<file path="config.mk">
export PLATFORM = sky130hd
export DESIGN_NAME = wallace_mult_top
export DESIGN_NICKNAME = d
export VERILOG_FILES = /design/src/common/wallace_pkg.sv /design/src/source/pipe_ctrl.sv /design/src/source/pp_gen.sv /design/src/wallace/csa_reduce.sv /design/src/source/final_adder.sv /design/src/source/wallace_mult_top.sv
export SDC_FILE = /design/constraint.sdc
export NUM_CORES = 1
export LEC_CHECK = 0
export ABC_AREA = 1
export BUFFER_PORTS_ARGS = -buffer_cell sky130_fd_sc_hd__buf_2
export CORE_MARGIN = 2
export CORE_UTILIZATION = 45
export DETAILED_ROUTE_END_ITERATION = 8
export GPL_TIMING_DRIVEN = 0
export RECOVER_POWER = 25
export SYNTH_ARGS = -nofsm -noshare
export SYNTH_HDL_FRONTEND = slang
export SYNTH_HIERARCHICAL = 1
export SYNTH_SLANG_ARGS = --single-unit
</file>
<file path="constraint.sdc">
create_clock -name clk -period 20.5 [get_ports clk]
set_input_delay 1.025 -clock clk [delete_from_list [all_inputs] [get_ports clk]]
set_output_delay 1.025 -clock clk [all_outputs]
set_load 0.005 [all_outputs]
</file>
<file path="src/common/wallace_pkg.sv">
package wallace_pkg;

    // Operand and product widths
    localparam int OP_W   = 16;
    localparam int PROD_W = 2 * OP_W;

    // Row counts at each reduction boundary
    localparam int PP_ROWS  = OP_W;
    localparam int MID_ROWS = 6;
    localparam int SUM_ROWS = 2;

    // Registers from operands to product
    localparam int PIPE_DEPTH = 4;

    typedef logic [OP_W-1:0]   operand_t;

    // One row, already shifted to its weight
    typedef logic [PROD_W-1:0] row_t;

endpackage

</file>
<file path="src/source/pipe_ctrl.sv">
module pipe_ctrl (
    input  logic clk,
    input  logic arst_n,
    input  logic in_valid,
    output logic load_pp,
    output logic load_mid,
    output logic load_sum,
    output logic load_out,
    output logic out_valid,
    output logic busy
);
    import wallace_pkg::*;

    // One flag per stage register, bit 0 is the partial-product stage
    logic [PIPE_DEPTH-1:0] valid_q;

    always_ff @(posedge clk or negedge arst_n) begin
        if (!arst_n) begin
            valid_q <= '0;
        end else begin
            valid_q <= {valid_q[PIPE_DEPTH-2:0], in_valid};
        end
    end

    // Enable follows the item about to enter each register
    assign load_pp  = in_valid;
    assign load_mid = valid_q[0];
    assign load_sum = valid_q[1];
    assign load_out = valid_q[2];

    assign out_valid = valid_q[PIPE_DEPTH-1];
    assign busy      = |valid_q;

endmodule

</file>
<file path="src/source/pp_gen.sv">
module pp_gen (
    input  logic                  clk,
    input  logic                  arst_n,
    input  logic                  load_pp,
    input  wallace_pkg::operand_t a,
    input  wallace_pkg::operand_t b,
    output wallace_pkg::row_t     pp_rows [wallace_pkg::PP_ROWS]
);
    import wallace_pkg::*;

    row_t pp_d [PP_ROWS];

    // Row i is a gated by b[i], moved up to weight i
    always_comb begin
        for (int i = 0; i < PP_ROWS; i++) begin
            pp_d[i] = row_t'({{(PROD_W - OP_W){1'b0}}, a & {OP_W{b[i]}}}) << i;
        end
    end

    always_ff @(posedge clk or negedge arst_n) begin
        if (!arst_n) begin
            for (int i = 0; i < PP_ROWS; i++) begin
                pp_rows[i] <= '0;
            end
        end else if (load_pp) begin
            for (int i = 0; i < PP_ROWS; i++) begin
                pp_rows[i] <= pp_d[i];
            end
        end
    end

endmodule

</file>
<file path="src/wallace/csa_reduce.sv">
module csa_reduce #(
    parameter int IN_ROWS  = wallace_pkg::PP_ROWS,
    parameter int OUT_ROWS = wallace_pkg::SUM_ROWS
) (
    input  logic              clk,
    input  logic              arst_n,
    input  logic              load,
    input  wallace_pkg::row_t rows_in  [IN_ROWS],
    output wallace_pkg::row_t rows_out [OUT_ROWS]
);
    import wallace_pkg::*;

    // Rows left after one level of 3:2 compression
    function automatic int rows_after(input int n);
        return (n / 3) * 2 + n % 3;
    endfunction

    function automatic int level_count(input int n_in, input int n_out);
        int n;
        int cnt;
        n   = n_in;
        cnt = 0;
        while (n > n_out) begin
            n   = rows_after(n);
            cnt = cnt + 1;
        end
        return cnt;
    endfunction

    // Bitwise half adder over a whole row, returns {carry, sum}
    function automatic logic [2*PROD_W-1:0] half_add(input row_t x, input row_t y);
        return {x & y, x ^ y};
    endfunction

    // Full adder as two half adders, carry not yet shifted
    function automatic logic [2*PROD_W-1:0] full_add(input row_t x, input row_t y,
                                                     input row_t z);
        logic [2*PROD_W-1:0] h1;
        logic [2*PROD_W-1:0] h2;
        h1 = half_add(x, y);
        h2 = half_add(h1[PROD_W-1:0], z);
        return {h1[2*PROD_W-1:PROD_W] | h2[2*PROD_W-1:PROD_W], h2[PROD_W-1:0]};
    endfunction

    localparam int NUM_LEVELS = level_count(IN_ROWS, OUT_ROWS);

    row_t reduced [OUT_ROWS];

    always_comb begin : reduce_levels
        row_t                work [IN_ROWS];
        row_t                next [IN_ROWS];
        logic [2*PROD_W-1:0] sc;
        int                  n;
        int                  groups;
        for (int r = 0; r < IN_ROWS; r++) begin
            work[r] = rows_in[r];
        end
        n  = IN_ROWS;
        sc = '0;
        for (int l = 0; l < NUM_LEVELS; l++) begin
            groups = n / 3;
            for (int r = 0; r < IN_ROWS; r++) begin
                next[r] = '0;
            end
            for (int g = 0; g < IN_ROWS / 3; g++) begin
                if (g < groups) begin
                    sc = full_add(work[3*g], work[3*g+1], work[3*g+2]);
                    next[2*g]   = sc[PROD_W-1:0];
                    // Carry moves up one weight, top bit falls off
                    next[2*g+1] = {sc[2*PROD_W-2:PROD_W], 1'b0};
                end
            end
            // Leftover rows go through untouched
            for (int r = 0; r < 2; r++) begin
                if (r < n % 3) begin
                    next[2*groups+r] = work[3*groups+r];
                end
            end
            work = next;
            n    = rows_after(n);
        end
        for (int r = 0; r < OUT_ROWS; r++) begin
            reduced[r] = work[r];
        end
    end

    always_ff @(posedge clk or negedge arst_n) begin
        if (!arst_n) begin
            for (int r = 0; r < OUT_ROWS; r++) begin
                rows_out[r] <= '0;
            end
        end else if (load) begin
            for (int r = 0; r < OUT_ROWS; r++) begin
                rows_out[r] <= reduced[r];
            end
        end
    end

endmodule

</file>
<file path="src/source/final_adder.sv">
module final_adder (
    input  logic              clk,
    input  logic              arst_n,
    input  logic              load_out,
    input  wallace_pkg::row_t rows_in [wallace_pkg::SUM_ROWS],
    output wallace_pkg::row_t product
);
    import wallace_pkg::*;

    row_t sum;

    // Ripple chain, one full adder per bit
    always_comb begin : ripple
        logic x;
        logic y;
        logic c;
        c = 1'b0;
        for (int i = 0; i < PROD_W; i++) begin
            x      = rows_in[0][i];
            y      = rows_in[1][i];
            sum[i] = x ^ y ^ c;
            c      = (x & y) | (c & (x ^ y));
        end
    end

    // Carry out of the top bit is dropped, product fits in PROD_W
    always_ff @(posedge clk or negedge arst_n) begin
        if (!arst_n) begin
            product <= '0;
        end else if (load_out) begin
            product <= sum;
        end
    end

endmodule

</file>
<file path="src/source/wallace_mult_top.sv">
module wallace_mult_top (
    input  logic                clk,
    input  logic                arst_n,
    input  logic                in_valid,
    input  wallace_pkg::operand_t a,
    input  wallace_pkg::operand_t b,
    output logic                out_valid,
    output wallace_pkg::row_t   product,
    output logic                busy
);
    import wallace_pkg::*;

    logic load_pp;
    logic load_mid;
    logic load_sum;
    logic load_out;

    row_t pp_rows  [PP_ROWS];
    row_t mid_rows [MID_ROWS];
    row_t sum_rows [SUM_ROWS];

    pipe_ctrl u_pipe_ctrl (
        .clk       (clk),
        .arst_n    (arst_n),
        .in_valid  (in_valid),
        .load_pp   (load_pp),
        .load_mid  (load_mid),
        .load_sum  (load_sum),
        .load_out  (load_out),
        .out_valid (out_valid),
        .busy      (busy)
    );

    pp_gen u_pp_gen (
        .clk     (clk),
        .arst_n  (arst_n),
        .load_pp (load_pp),
        .a       (a),
        .b       (b),
        .pp_rows (pp_rows)
    );

    // 16 rows down to 6
    csa_reduce #(
        .IN_ROWS  (PP_ROWS),
        .OUT_ROWS (MID_ROWS)
    ) u_reduce_hi (
        .clk      (clk),
        .arst_n   (arst_n),
        .load     (load_mid),
        .rows_in  (pp_rows),
        .rows_out (mid_rows)
    );

    // 6 rows down to the final pair
    csa_reduce #(
        .IN_ROWS  (MID_ROWS),
        .OUT_ROWS (SUM_ROWS)
    ) u_reduce_lo (
        .clk      (clk),
        .arst_n   (arst_n),
        .load     (load_sum),
        .rows_in  (mid_rows),
        .rows_out (sum_rows)
    );

    final_adder u_final_adder (
        .clk      (clk),
        .arst_n   (arst_n),
        .load_out (load_out),
        .rows_in  (sum_rows),
        .product  (product)
    );

endmodule

</file>
==> results of run 1 <==
==> layer usage <==
metal / share of wire (%) / track usage, % / wire, um / vias to the layer above
met1: 46 / 32.5 / 38800 / 11116
met4: 1.9 / 5.09 / 1610 / 8
met3: 4.6 / 3.33 / 3890 / 109
li1: - / - / - / 10780
met5: 0.062 / 0 / 52 / -
met2: 47 / 37.2 / 40100 / 408
==> final cells by class <==
cell class	count	area, um2
Clock buffer	86	1800
Tap cell	978	1220
Antenna cell	1	2.50
Fill cell	7040	37000
Clock inverter	26	302
Sequential cell	542	13600
Inverter	492	1850
Multi-Input combinational cell	2376	16800
Buffer	444	2890
Timing Repair Buffer	41	250
==> metrics by stage <==
step | utilization, % | cells | setup WS [ns]
3_5_place_dp | 48.6 | 4873 | 8.09
3_3_place_gp | 48.4 | 4868 | 6.60
2_1_floorplan | - | 3854 | 8.91
6_report | 51.2 | 4986 | 8.13
4_1_cts | 51.4 | 4985 | 8.04
5_1_grt | 51.2 | 4986 | 7.03
==> worst paths after layout <==
path | endpoint | slack (ns) | cells after the start
max | u_final_adder/product[31]$_DFFE_PN0P_ | 8.13 | 35
min | u_pipe_ctrl/valid_q[2]$_DFF_PN0_ | 0.43 | 0
max reg2reg | u_final_adder/product[31]$_DFFE_PN0P_ | 8.13 | 35
min reg2reg | u_pipe_ctrl/valid_q[2]$_DFF_PN0_ | 0.43 | 0
max in group asynchronous | u_reduce_lo/rows_out[59]$_DFFE_PN0P_ | 9.31 | 3
min in group asynchronous | u_pp_gen/pp_rows[278]$_DFFE_PN0P_ | 3.00 | 2
==> power by group through the flow <==
stage / clock network [mW] / logic (mW) / registers, mW
global placement: 0 / 1.82 / 1.53
finish: 1.15 / 1.89 / 1.51
detailed placement: 0 / 1.86 / 1.53
floorplan: 0 / 1.26 / 1.50
CTS: 1.17 / 1.87 / 1.52
global route: 1.21 / 2.19 / 1.55
==> state kept, by name, summed over array words and instances (netlist names) <==
register / cells
u_final_adder/product: 32
u_reduce_hi/rows_out: 188
u_pipe_ctrl/valid_q: 4
u_pp_gen/pp_rows: 256
u_reduce_lo/rows_out: 62
==> cells by family after synthesis <==
logic type,Yosys count,share of synthesized area [%]
and+or+nand+nor,1606,18.6
AOI/OAI and AO/OA,38,0.555
xor gates and xnor gates,8,0.204
buffers and inverters,936,14.1
other,3,0.0329
DFF,542,39.6
adders and majority gates,462,26.9
==> layout by cell type, fill, tap and decap left out, types with 2 or more instances in the layout <==
master	instances
buf_16	2
clkbuf_1	92
o21ai_0	37
nand2_2	5
clkinvlp_4	4
nand3_1	274
bufinv_16	6
clkinv_2	13
nand2_1	1320
ha_1	6
inv_6	2
buf_6	3
inv_4	2
clkbuf_8	19
clkbuf_16	61
dfrtp_1	542
xnor2_1	7
buf_4	291
inv_1	489
fa_1	456
conb_1	262
nor2_1	5
buf_2	100
==> reports/metrics.yaml, run 1 <==
run_status:
  status: "complete, but fails checks"
  violations: "max-capacitance violations, max-slew violations"
clocking:
  clk_latency_ns: 0.64
  ctsResizeCount: 0
  postCtsSetupBuffers: 0
  cts_tree: "built"
  clk_pin_slew_ns: 0.06
  cts_root_buffer: "clkbuf_16"
  cts_made_buffers: 60
  clock_sinks: 542
  cts-hold-fix-buffers: 0
  htree_levels: 2
  ctsLongestPathBuffers: 3
setup_path:
  critical_path.max_stage_delay_ns: 0.46
  r2r_start: "u_reduce_lo/rows_out[2]$_DFFE_PN0P_"
  startpoint: "u_reduce_lo/rows_out[2]$_DFFE_PN0P_"
  worst_path_max_delay_cell: "fa_1"
  crit_fanout: 2
  cpMostUsedCell: "fa_1"
  crit_family: "adder cells"
  startpoint_type: "flip-flop"
  cp.required_ns: 21.02
  end_kind: "flip-flop"
  worstSetupPathType: "flip-flop to flip-flop"
  arrival_ns: 12.89
  cp_num_buf_inv: 3
routing:
  ant_nets: 0
  via_per_inst: 4.50
  remaining_drc_errors: 0
  num_vias: 22421
  dr.pass1.iters: 5
  routedWlPerCell_um: 17.0
  wl_mm: 84.5
  drtIter0Drc: 1356
layout:
  syn2layout_area_growth_pct: 13.0
  nNetsFinal: 4454
  drive_gt1_share_pct: 12.8
  final_area_um2: 38700
sta:
  finClkSkew_ns: 0.0228
  setup_tns_ns: 0
  fmax_ghz: 0.0809
  report.final.setup_viol: 0
  worst_slew_pin_slew_ns: 6.27
  grt_setup_unrepaired: "no"
  finalHoldViolCount: 0
  max-slew-margin-rel_pct: -318
  fin_crit_sh_pct: 60.3
  timing.hold.ws_ns: 0.426
  finalMaxSlewViolations: 337
  period_minus_slack_ns: 12.37
synthesis:
  synth.avg_cell_area_um2: 9.53
  yosysMostFrequentCell: "nand2_1"
  synth_cell_types: 23
  async_flop_share_pct: 100
  synth_area_um2: 34300
  synth-seq-cells: 542
  synth-seq-area-share_pct: 39.6
  yosysTopAreaCellShare_pct: 39.6
  netlist_instances: 3595
  ys_warn_count: 6
  synthFlopType: "dfrtp_1"
  yosys.area.top_type: "dfrtp_1"
  synth_edf_count: 0
  synthTopCellsByArea: "dfrtp_1 40%, fa_1 27%, nand2_1 14%"
  netlist_top_cells_count: "1320 x nand2_1, 542 x dfrtp_1, 489 x inv_1"
power_and_ir_drop:
  finalPower_mw: 4.55
  pwr-share-seq_pct: 33.2
  clock_power_share_pct: 25.2
  switching_share_pct: 37.4
  total_leakage_power_nw: 21.0
  ir_drop_uv: 76.1
  p_int_mw: 2.85
  powerDensity_nw_per_um2: 118
  p_switching_mw: 1.70
  comb_power_share_pct: 41.6
floorplanning:
  start_util_pct: 45.3
  design.core.area_um2: 75700
  die_w_um: 280
  dieArea_um2: 78400
  num_rows: 101
  ios: 69
  dieHeight_um: 280
grt:
  grt_use_total_pct: 22.8
  grt_overflow: 0
  grt_pass1_wl_mm: 136
  antenna_found_initial: 5
  grt_max_degree: 116
  grt_pass1_vias: 23495
placement:
  hpwl_mm: 65.2
  place.gp.congestion: 0.850
  postPlaceCellArea_um2: 36800
  io_buffers: 36
min_path:
  hold_path_class: "flip-flop to flip-flop"
  min_from: "u_pipe_ctrl/valid_q[1]$_DFF_PN0_"
flow_run:
  maxCapViolCount: 3
Note: power is estimated with default switching activity, not from simulation.
==> run 2: changes to the inputs <==
Clock period 20.5 ns to 10.5 ns, I/O delays scaled along.
==> run 2 against run 1 <==
The flow finishes with violations (max-capacitance violations, max-slew violations, negative setup slack); sequential power grew 96%; design area grew 0.34%; combinational power rose by 97%; non-clock buffer count increased by 1; setup slack lost 8.6 ns; power up 97%; critical path type unchanged; largest power group unchanged; via count grew 0.34%.
==> reports/metrics.yaml, run 2 (synthesis results as in run 1) <==
setup_path:
  crit_fanout: 2  # unchanged
  end_kind: "flip-flop"
  worst_path_max_delay_cell: "dfrtp_1"
  worstSetupPathType: "flip-flop to flip-flop"
  cpMostUsedCell: "fa_2"
  cp.required_ns: 11.01  # -10.01 ns
  startpoint_type: "flip-flop"
  critical_path.max_stage_delay_ns: 0.40  # -0.06 ns
  arrival_ns: 11.46  # -1.43 ns
floorplanning:
  ios: 69  # unchanged
  die_w_um: 280  # unchanged
  num_rows: 101  # unchanged
  dieHeight_um: 280  # unchanged
  start_util_pct: 45.3  # unchanged
  design.core.area_um2: 75700  # unchanged
  dieArea_um2: 78400  # unchanged
routing:
  routedWlPerCell_um: 17.0  # +0.39%
  num_vias: 22497  # +0.34%
  dr.pass1.iters: 5  # unchanged
  via_per_inst: 4.52  # +0.44%
  wl_mm: 84.8  # +0.29%
  remaining_drc_errors: 0  # unchanged
  drtIter0Drc: 1509  # +11%
  ant_nets: 0  # unchanged
power_and_ir_drop:
  finalPower_mw: 8.96  # +97%
  p_int_mw: 5.64  # +98%
  clock_power_share_pct: 25.3  # about the same
  switching_share_pct: 37.1  # -0.28 points
  ir_drop_uv: 135  # +77%
  total_leakage_power_nw: 20.9  # about the same
  p_switching_mw: 3.32  # +95%
  comb_power_share_pct: 41.6  # about the same
  powerDensity_nw_per_um2: 231  # +96%
  pwr-share-seq_pct: 33.1  # about the same
run_status:
  status: "complete, but fails checks"
  violations: "max-capacitance violations, max-slew violations, negative setup slack"
layout:
  most-common-layout-cells: "1320 x nand2_1, 542 x dfrtp_1, 488 x inv_1, 428 x fa_1, 283 x buf_4"
  syn2layout_area_growth_pct: 13.4
  top_register: "u_pp_gen/pp_rows"
  nNetsFinal: 4454  # unchanged
  final_area_um2: 38900  # +0.34%
  layoutNonFillerInstCount: 4981  # -0.10%
  reg_top3: "u_pp_gen/pp_rows: 256 flops, u_reduce_hi/rows_out: 188 flops, u_reduce_lo/rows_out: 62 flops"
  drive_gt1_share_pct: 13.6  # +0.84 points
  layout_commonest_cell: "nand2_1"
  largest_reg_flops: 256  # unchanged
  fillers: 7028  # -0.17%
placement:
  place.gp.congestion: 0.836  # -1.7%
  hpwl_mm: 65.5  # +0.57%
  io_buffers: 36  # unchanged
  pre_cts_ws_ns: -0.517  # -8.61 ns
  dp.cells: 4873  # unchanged
  postPlaceCellArea_um2: 36900  # +0.19%
clocking:
  cts_root_buffer: "clkbuf_16"
  clk_pin_slew_ns: 0.06  # about the same
  postCtsSetupBuffers: 0  # unchanged
  ctsLongestPathBuffers: 3  # unchanged
  cts_tree: "built"
  clk_latency_ns: 0.62  # -0.02 ns
  htree_levels: 2  # unchanged
  cts_made_buffers: 59  # -1.7%
  clock_sinks: 542  # unchanged
sta:
  max-slew-margin-rel_pct: -302  # +16 points
  setup_ws_ns: -0.446  # -8.58 ns
  timing.hold.ws_ns: 0.227  # -0.199 ns
  finClkSkew_ns: 0.0151  # -0.00769 ns
  fmax_ghz: 0.0914  # +13%
  finalMaxSlewViolations: 109  # -68%
  worst_slew_pin_slew_ns: 6.03  # -0.239 ns
  finalHoldViolCount: 0  # unchanged
  fin_crit_sh_pct: 104  # +44 points
  grt_setup_unrepaired: "yes"
  report.final.setup_viol: 3  # +3
  period_minus_slack_ns: 10.95  # -1.42 ns
grt:
  grt_overflow: 0  # unchanged
  grt_max_degree: 116  # unchanged
  grt_pass1_vias: 23829  # +1.4%
  grt_pass1_wl_mm: 136  # +0.11%
  antenna_found_initial: 4  # -1
  grt_use_total_pct: 22.7  # -0.028 points
flow_run:
  maxCapViolCount: 1  # -2
min_path:
  hold_path_class: "primary input to flip-flop"
==> run 2: changes by cell type in the layout (fill, tap and decap cells not counted), moves of 2 or more <==
cell,previous run,this run
bufinv_16,6,10
buf_16,2,4
clkbuf_8,19,14
buf_4,291,283
inv_6,2,0
fa_1,456,428
buf_2,100,114
fa_2,0,28
clkbuf_1,92,83
clkinv_2,13,11
==> run 2: routing by layer <==
layer	wire [um]	part of all wire, %	track usage (%)	up-vias
met5	37	0.044	0	-
met1	38800	46	32.0	11131
met2	39900	47	37.1	480
li1	-	-	-	10763
met4	1820	2.1	5.48	6
met3	4220	5.0	3.81	117
==> run 2: worst max-delay path, delay by kind of cell (launching register included) <==
kind	cells	cell delay (ns)
flops	1	0.40
simple gates	3	0.15
fa+ha+maj	29	10.09
buf+inv	3	0.18
==> run 2: final timing paths <==
path                                                      startpoint                               endpoint  slack [ns]  depth (start not counted)
worst max-delay path            u_reduce_lo/rows_out[34]$_DFFE_PN0P_  u_final_adder/product[31]$_DFFE_PN0P_       -0.45                         35
worst min-delay path                                        in_valid       u_pipe_ctrl/valid_q[0]$_DFF_PN0_        0.23                          1
worst max register to register  u_reduce_lo/rows_out[34]$_DFFE_PN0P_  u_final_adder/product[31]$_DFFE_PN0P_       -0.45                         35
worst min register to register      u_pipe_ctrl/valid_q[1]$_DFF_PN0_       u_pipe_ctrl/valid_q[2]$_DFF_PN0_        0.42                          0
max in group asynchronous                                     arst_n   u_reduce_lo/rows_out[59]$_DFFE_PN0P_        3.74                          3
min in group asynchronous                                     arst_n      u_pp_gen/pp_rows[244]$_DFFE_PN0P_        0.51                          2
==> run 2: stage by stage <==
stage,setup TNS [ns],utilization (%)
final,-0.969,51.3
after floorplan,0,-
after detailed placement,-1.15,48.7
after global placement,-1542.28,48.5
after global routing,-1.92,51.3
after CTS,-1.18,51.5
==> run 2: final cells by class <==
type,count,area (um2),area share (%)
antenna,1,2.50,0.00644
buffer,444,2890,7.44
timing repair buffer,42,302,0.776
multi-input combinational,2376,16900,43.5
clock buffer,79,1710,4.41
sequential,542,13600,34.9
tap,978,1220,3.15
clock inverter,27,402,1.03
inverter,492,1850,4.77
==> run 2: power groups by stage <==
stage	Combinational [mW]	Sequential [mW]	Clock [mW]
2_1_floorplan	2.47	2.93	0
3_3_place_gp	3.58	3.00	0
3_5_place_dp	3.67	3.00	0
4_1_cts	3.69	2.97	2.31
5_1_grt	4.30	3.03	2.40
6_report	3.73	2.96	2.26
==> run 2: what timing repair did <==
| action | in CTS | in global routing |
|---|---|---|
| gates cloned | 0 | 0 |
| endpoints found under the setup margin | 3 | 4 |
| hold endpoints to repair | 10 | 0 |
| hold buffers | 1 | 0 |
| pin swaps | 1 | 2 |
| gates resized for setup | 1 | 0 |
==> run 3: changes to the inputs <==
Settings changed: MAX_ROUTING_LAYER set to met4, RECOVER_POWER 25 to 50.
==> run 3 against run 2 <==
The run still ends with max-capacitance violations, max-slew violations, negative setup slack left; die area stayed put; via count is 0.18% lower; setup slack better by 0.0019 ns; power hardly changed; final cell count hardly changed; utilization is 0.060 points lower; first-iteration DRC count is 1.3% lower; clock skew is 0.0024 ns lower; critical path type unchanged.
==> reports/metrics.yaml, run 3 (synthesis results as in run 1) <==
clocking:
  cts_root_buffer: "clkbuf_16"
  cts_made_buffers: 59  # unchanged
  clk_latency_ns: 0.62  # about the same
  cts_tree: "built"
  ctsLongestPathBuffers: 3  # unchanged
  clock_sinks: 542  # unchanged
  htree_levels: 2  # unchanged
  postCtsSetupBuffers: 0  # unchanged
  clk_pin_slew_ns: 0.06  # about the same
flow_run:
  maxCapViolCount: 2  # +1
routing:
  ant_nets: 0  # unchanged
  drtIter0Drc: 1489  # -1.3%
  routedWlPerCell_um: 17.0  # about the same
  dr.pass1.iters: 5  # unchanged
  remaining_drc_errors: 0  # unchanged
  num_vias: 22456  # -0.18%
  wl_mm: 84.8  # about the same
  via_per_inst: 4.51  # -0.24%
grt:
  globalRouteMet1Util_pct: 32.2  # +0.16 points
  grt_use_total_pct: 23.4  # +0.69 points
  gr-usage-met3_pct: 3.59  # -0.22 points
  globalRouteMet2Util_pct: 37.2  # +0.14 points
  grt_pass1_vias: 23802  # -0.11%
  antenna_found_initial: 4  # unchanged
  busiest_layer: "met2"
  grt_overflow: 0  # unchanged
  grt_pass1_wl_mm: 136  # about the same
  grt_max_degree: 116  # unchanged
setup_path:
  crit_fanout: 2  # unchanged
  startpoint_type: "flip-flop"
  end_kind: "flip-flop"
  critPathCapture: "u_final_adder/product[31]$_DFFE_PN0P_"
  reg2reg_to: "u_final_adder/product[31]$_DFFE_PN0P_"
  arrival_ns: 11.46  # about the same
  r2r_start: "u_reduce_lo/rows_out[34]$_DFFE_PN0P_"
  startpoint: "u_reduce_lo/rows_out[34]$_DFFE_PN0P_"
  critical_path.max_stage_delay_ns: 0.40  # about the same
  worstSetupPathType: "flip-flop to flip-flop"
  cp.required_ns: 11.01  # about the same
  worst_path_max_delay_cell: "dfrtp_1"
  cpMostUsedCell: "fa_2"
  rrSetupSlack_ns: -0.44  # about the same
  reg2reg_depth: 35  # unchanged
power_and_ir_drop:
  powerDensity_nw_per_um2: 231  # +0.14%
  total_leakage_power_nw: 20.9  # -0.28%
  ir_drop_uv: 134  # -0.47%
layout:
  nNetsFinal: 4454  # unchanged
  drive_gt1_share_pct: 13.2  # -0.42 points
  fin_util_pct: 51.3  # -0.060 points
  syn2layout_area_growth_pct: 13.2
  reg_top3: "u_pp_gen/pp_rows: 256 flops, u_reduce_hi/rows_out: 188 flops, u_reduce_lo/rows_out: 62 flops"
  top_register: "u_pp_gen/pp_rows"
  largest_reg_flops: 256  # unchanged
  layout_commonest_cell: "nand2_1"
  most-common-layout-cells: "1320 x nand2_1, 542 x dfrtp_1, 488 x inv_1, 428 x fa_1, 283 x buf_4"
run_status:
  violations: "max-capacitance violations, max-slew violations, negative setup slack"
  status: "complete, but fails checks"
placement:
  pre_cts_ws_ns: -0.517  # unchanged
  io_buffers: 36  # unchanged
  hpwl_mm: 65.5  # unchanged
  place.gp.congestion: 0.849  # +1.5%
sta:
  max-slew-margin-rel_pct: -331  # -28 points
  fmax_ghz: 0.0914  # about the same
  finClkSkew_ns: 0.0127  # -0.00240 ns
  grt_setup_unrepaired: "yes"
  fin_crit_sh_pct: 104  # about the same
  period_minus_slack_ns: 10.94  # -0.00187 ns
  worst_slew_pin_slew_ns: 6.46  # +0.424 ns
  finalMaxSlewViolations: 225  # +110%
  setup_ws_ns: -0.444  # +0.00187 ns
  report.final.setup_viol: 3  # unchanged
  finalHoldViolCount: 0  # unchanged
floorplanning:
  dieHeight_um: 280  # unchanged
  dieArea_um2: 78400  # unchanged
  num_rows: 101  # unchanged
  design.core.area_um2: 75700  # unchanged
  start_util_pct: 45.3  # unchanged
  ios: 69  # unchanged
  die_w_um: 280  # unchanged
min_path:
  hold_path_class: "primary input to flip-flop"
  min_from: "in_valid"
-- run 3: cell types whose count changed in the layout (fill, tap and decap cells not counted), sizes merged --
cell    delta
buf       -16
clkbuf    +16
diode      +3
-- run 3: per-stage QoR --
| step | instance area [um2] | power (mW) | setup TNS [ns] | hold slack [ns] | std cells |
|---|---|---|---|---|---|
| after floorplan | 35300 | 5.40 | 0 | 0.229 | 3854 |
| after global routing | 38800 | 9.73 | -1.93 | 0.164 | 4984 |
| after global placement | 36700 | 6.58 | -1542.28 | 0.398 | 4868 |
| final | 38800 | 8.96 | -0.962 | 0.227 | 4984 |
| after detailed placement | 36900 | 6.68 | -1.15 | 0.348 | 4873 |
| after CTS | 39000 | 8.97 | -1.18 | 0.0804 | 4980 |
-- run 3: cell type report --
class                   instances  area (um2)
inverters                     492        1850
repair buffers                 42         278
flip-flops and latches        542       13600
clock inverters                27         402
multi-input cells            2376       16900
fillers                      7038       36900
diodes                          4        10.0
plain buffers                 444        2860
well taps                     978        1220
clock buffers                  79        1710
-- run 3: power by group --
part | internal [mW] | switching, mW | leakage (nW) | total (mW)
combinational | 1.66 | 2.07 | 13.0 | 3.73
clock | 1.38 | 0.883 | 1.03 | 2.27
sequential | 2.59 | 0.373 | 6.90 | 2.96
-- run 3: per-layer routing --
layer / share of wire, % / wire [um]
met1: 46 / 39100
met2: 47 / 40000
met3: 4.7 / 4000
met4: 2.0 / 1680
met5: 0 / 0
-- run 3: worst min-delay path by stage --
stage / to / slack, ns / depth (start not counted)
floorplan: u_final_adder/product[0]$_DFFE_PN0P_ / 0.23 / 0
global placement: u_pipe_ctrl/valid_q[2]$_DFF_PN0_ / 0.40 / 0
detailed placement: u_pp_gen/pp_rows[244]$_DFFE_PN0P_ / 0.35 / 1
CTS: u_pipe_ctrl/valid_q[0]$_DFF_PN0_ / 0.08 / 1
global route: u_pipe_ctrl/valid_q[0]$_DFF_PN0_ / 0.16 / 1
finish: u_pipe_ctrl/valid_q[0]$_DFF_PN0_ / 0.23 / 1
-- run 3: worst max-delay path, delay by kind of cell (launching register included) --
kind / cells / cell delay [ns]
fa+ha+maj: 29 / 10.09
flops: 1 / 0.40
buf+inv: 3 / 0.18
simple gates: 3 / 0.15
-- run 3: timing repair --
| action | CTS | global route |
|---|---|---|
| hold buffers | 1 | 0 |
| pin swaps | 1 | 2 |
| hold endpoints to repair | 10 | 0 |
| setup endpoints to repair | 3 | 4 |
| gates resized for setup | 1 | 0 |
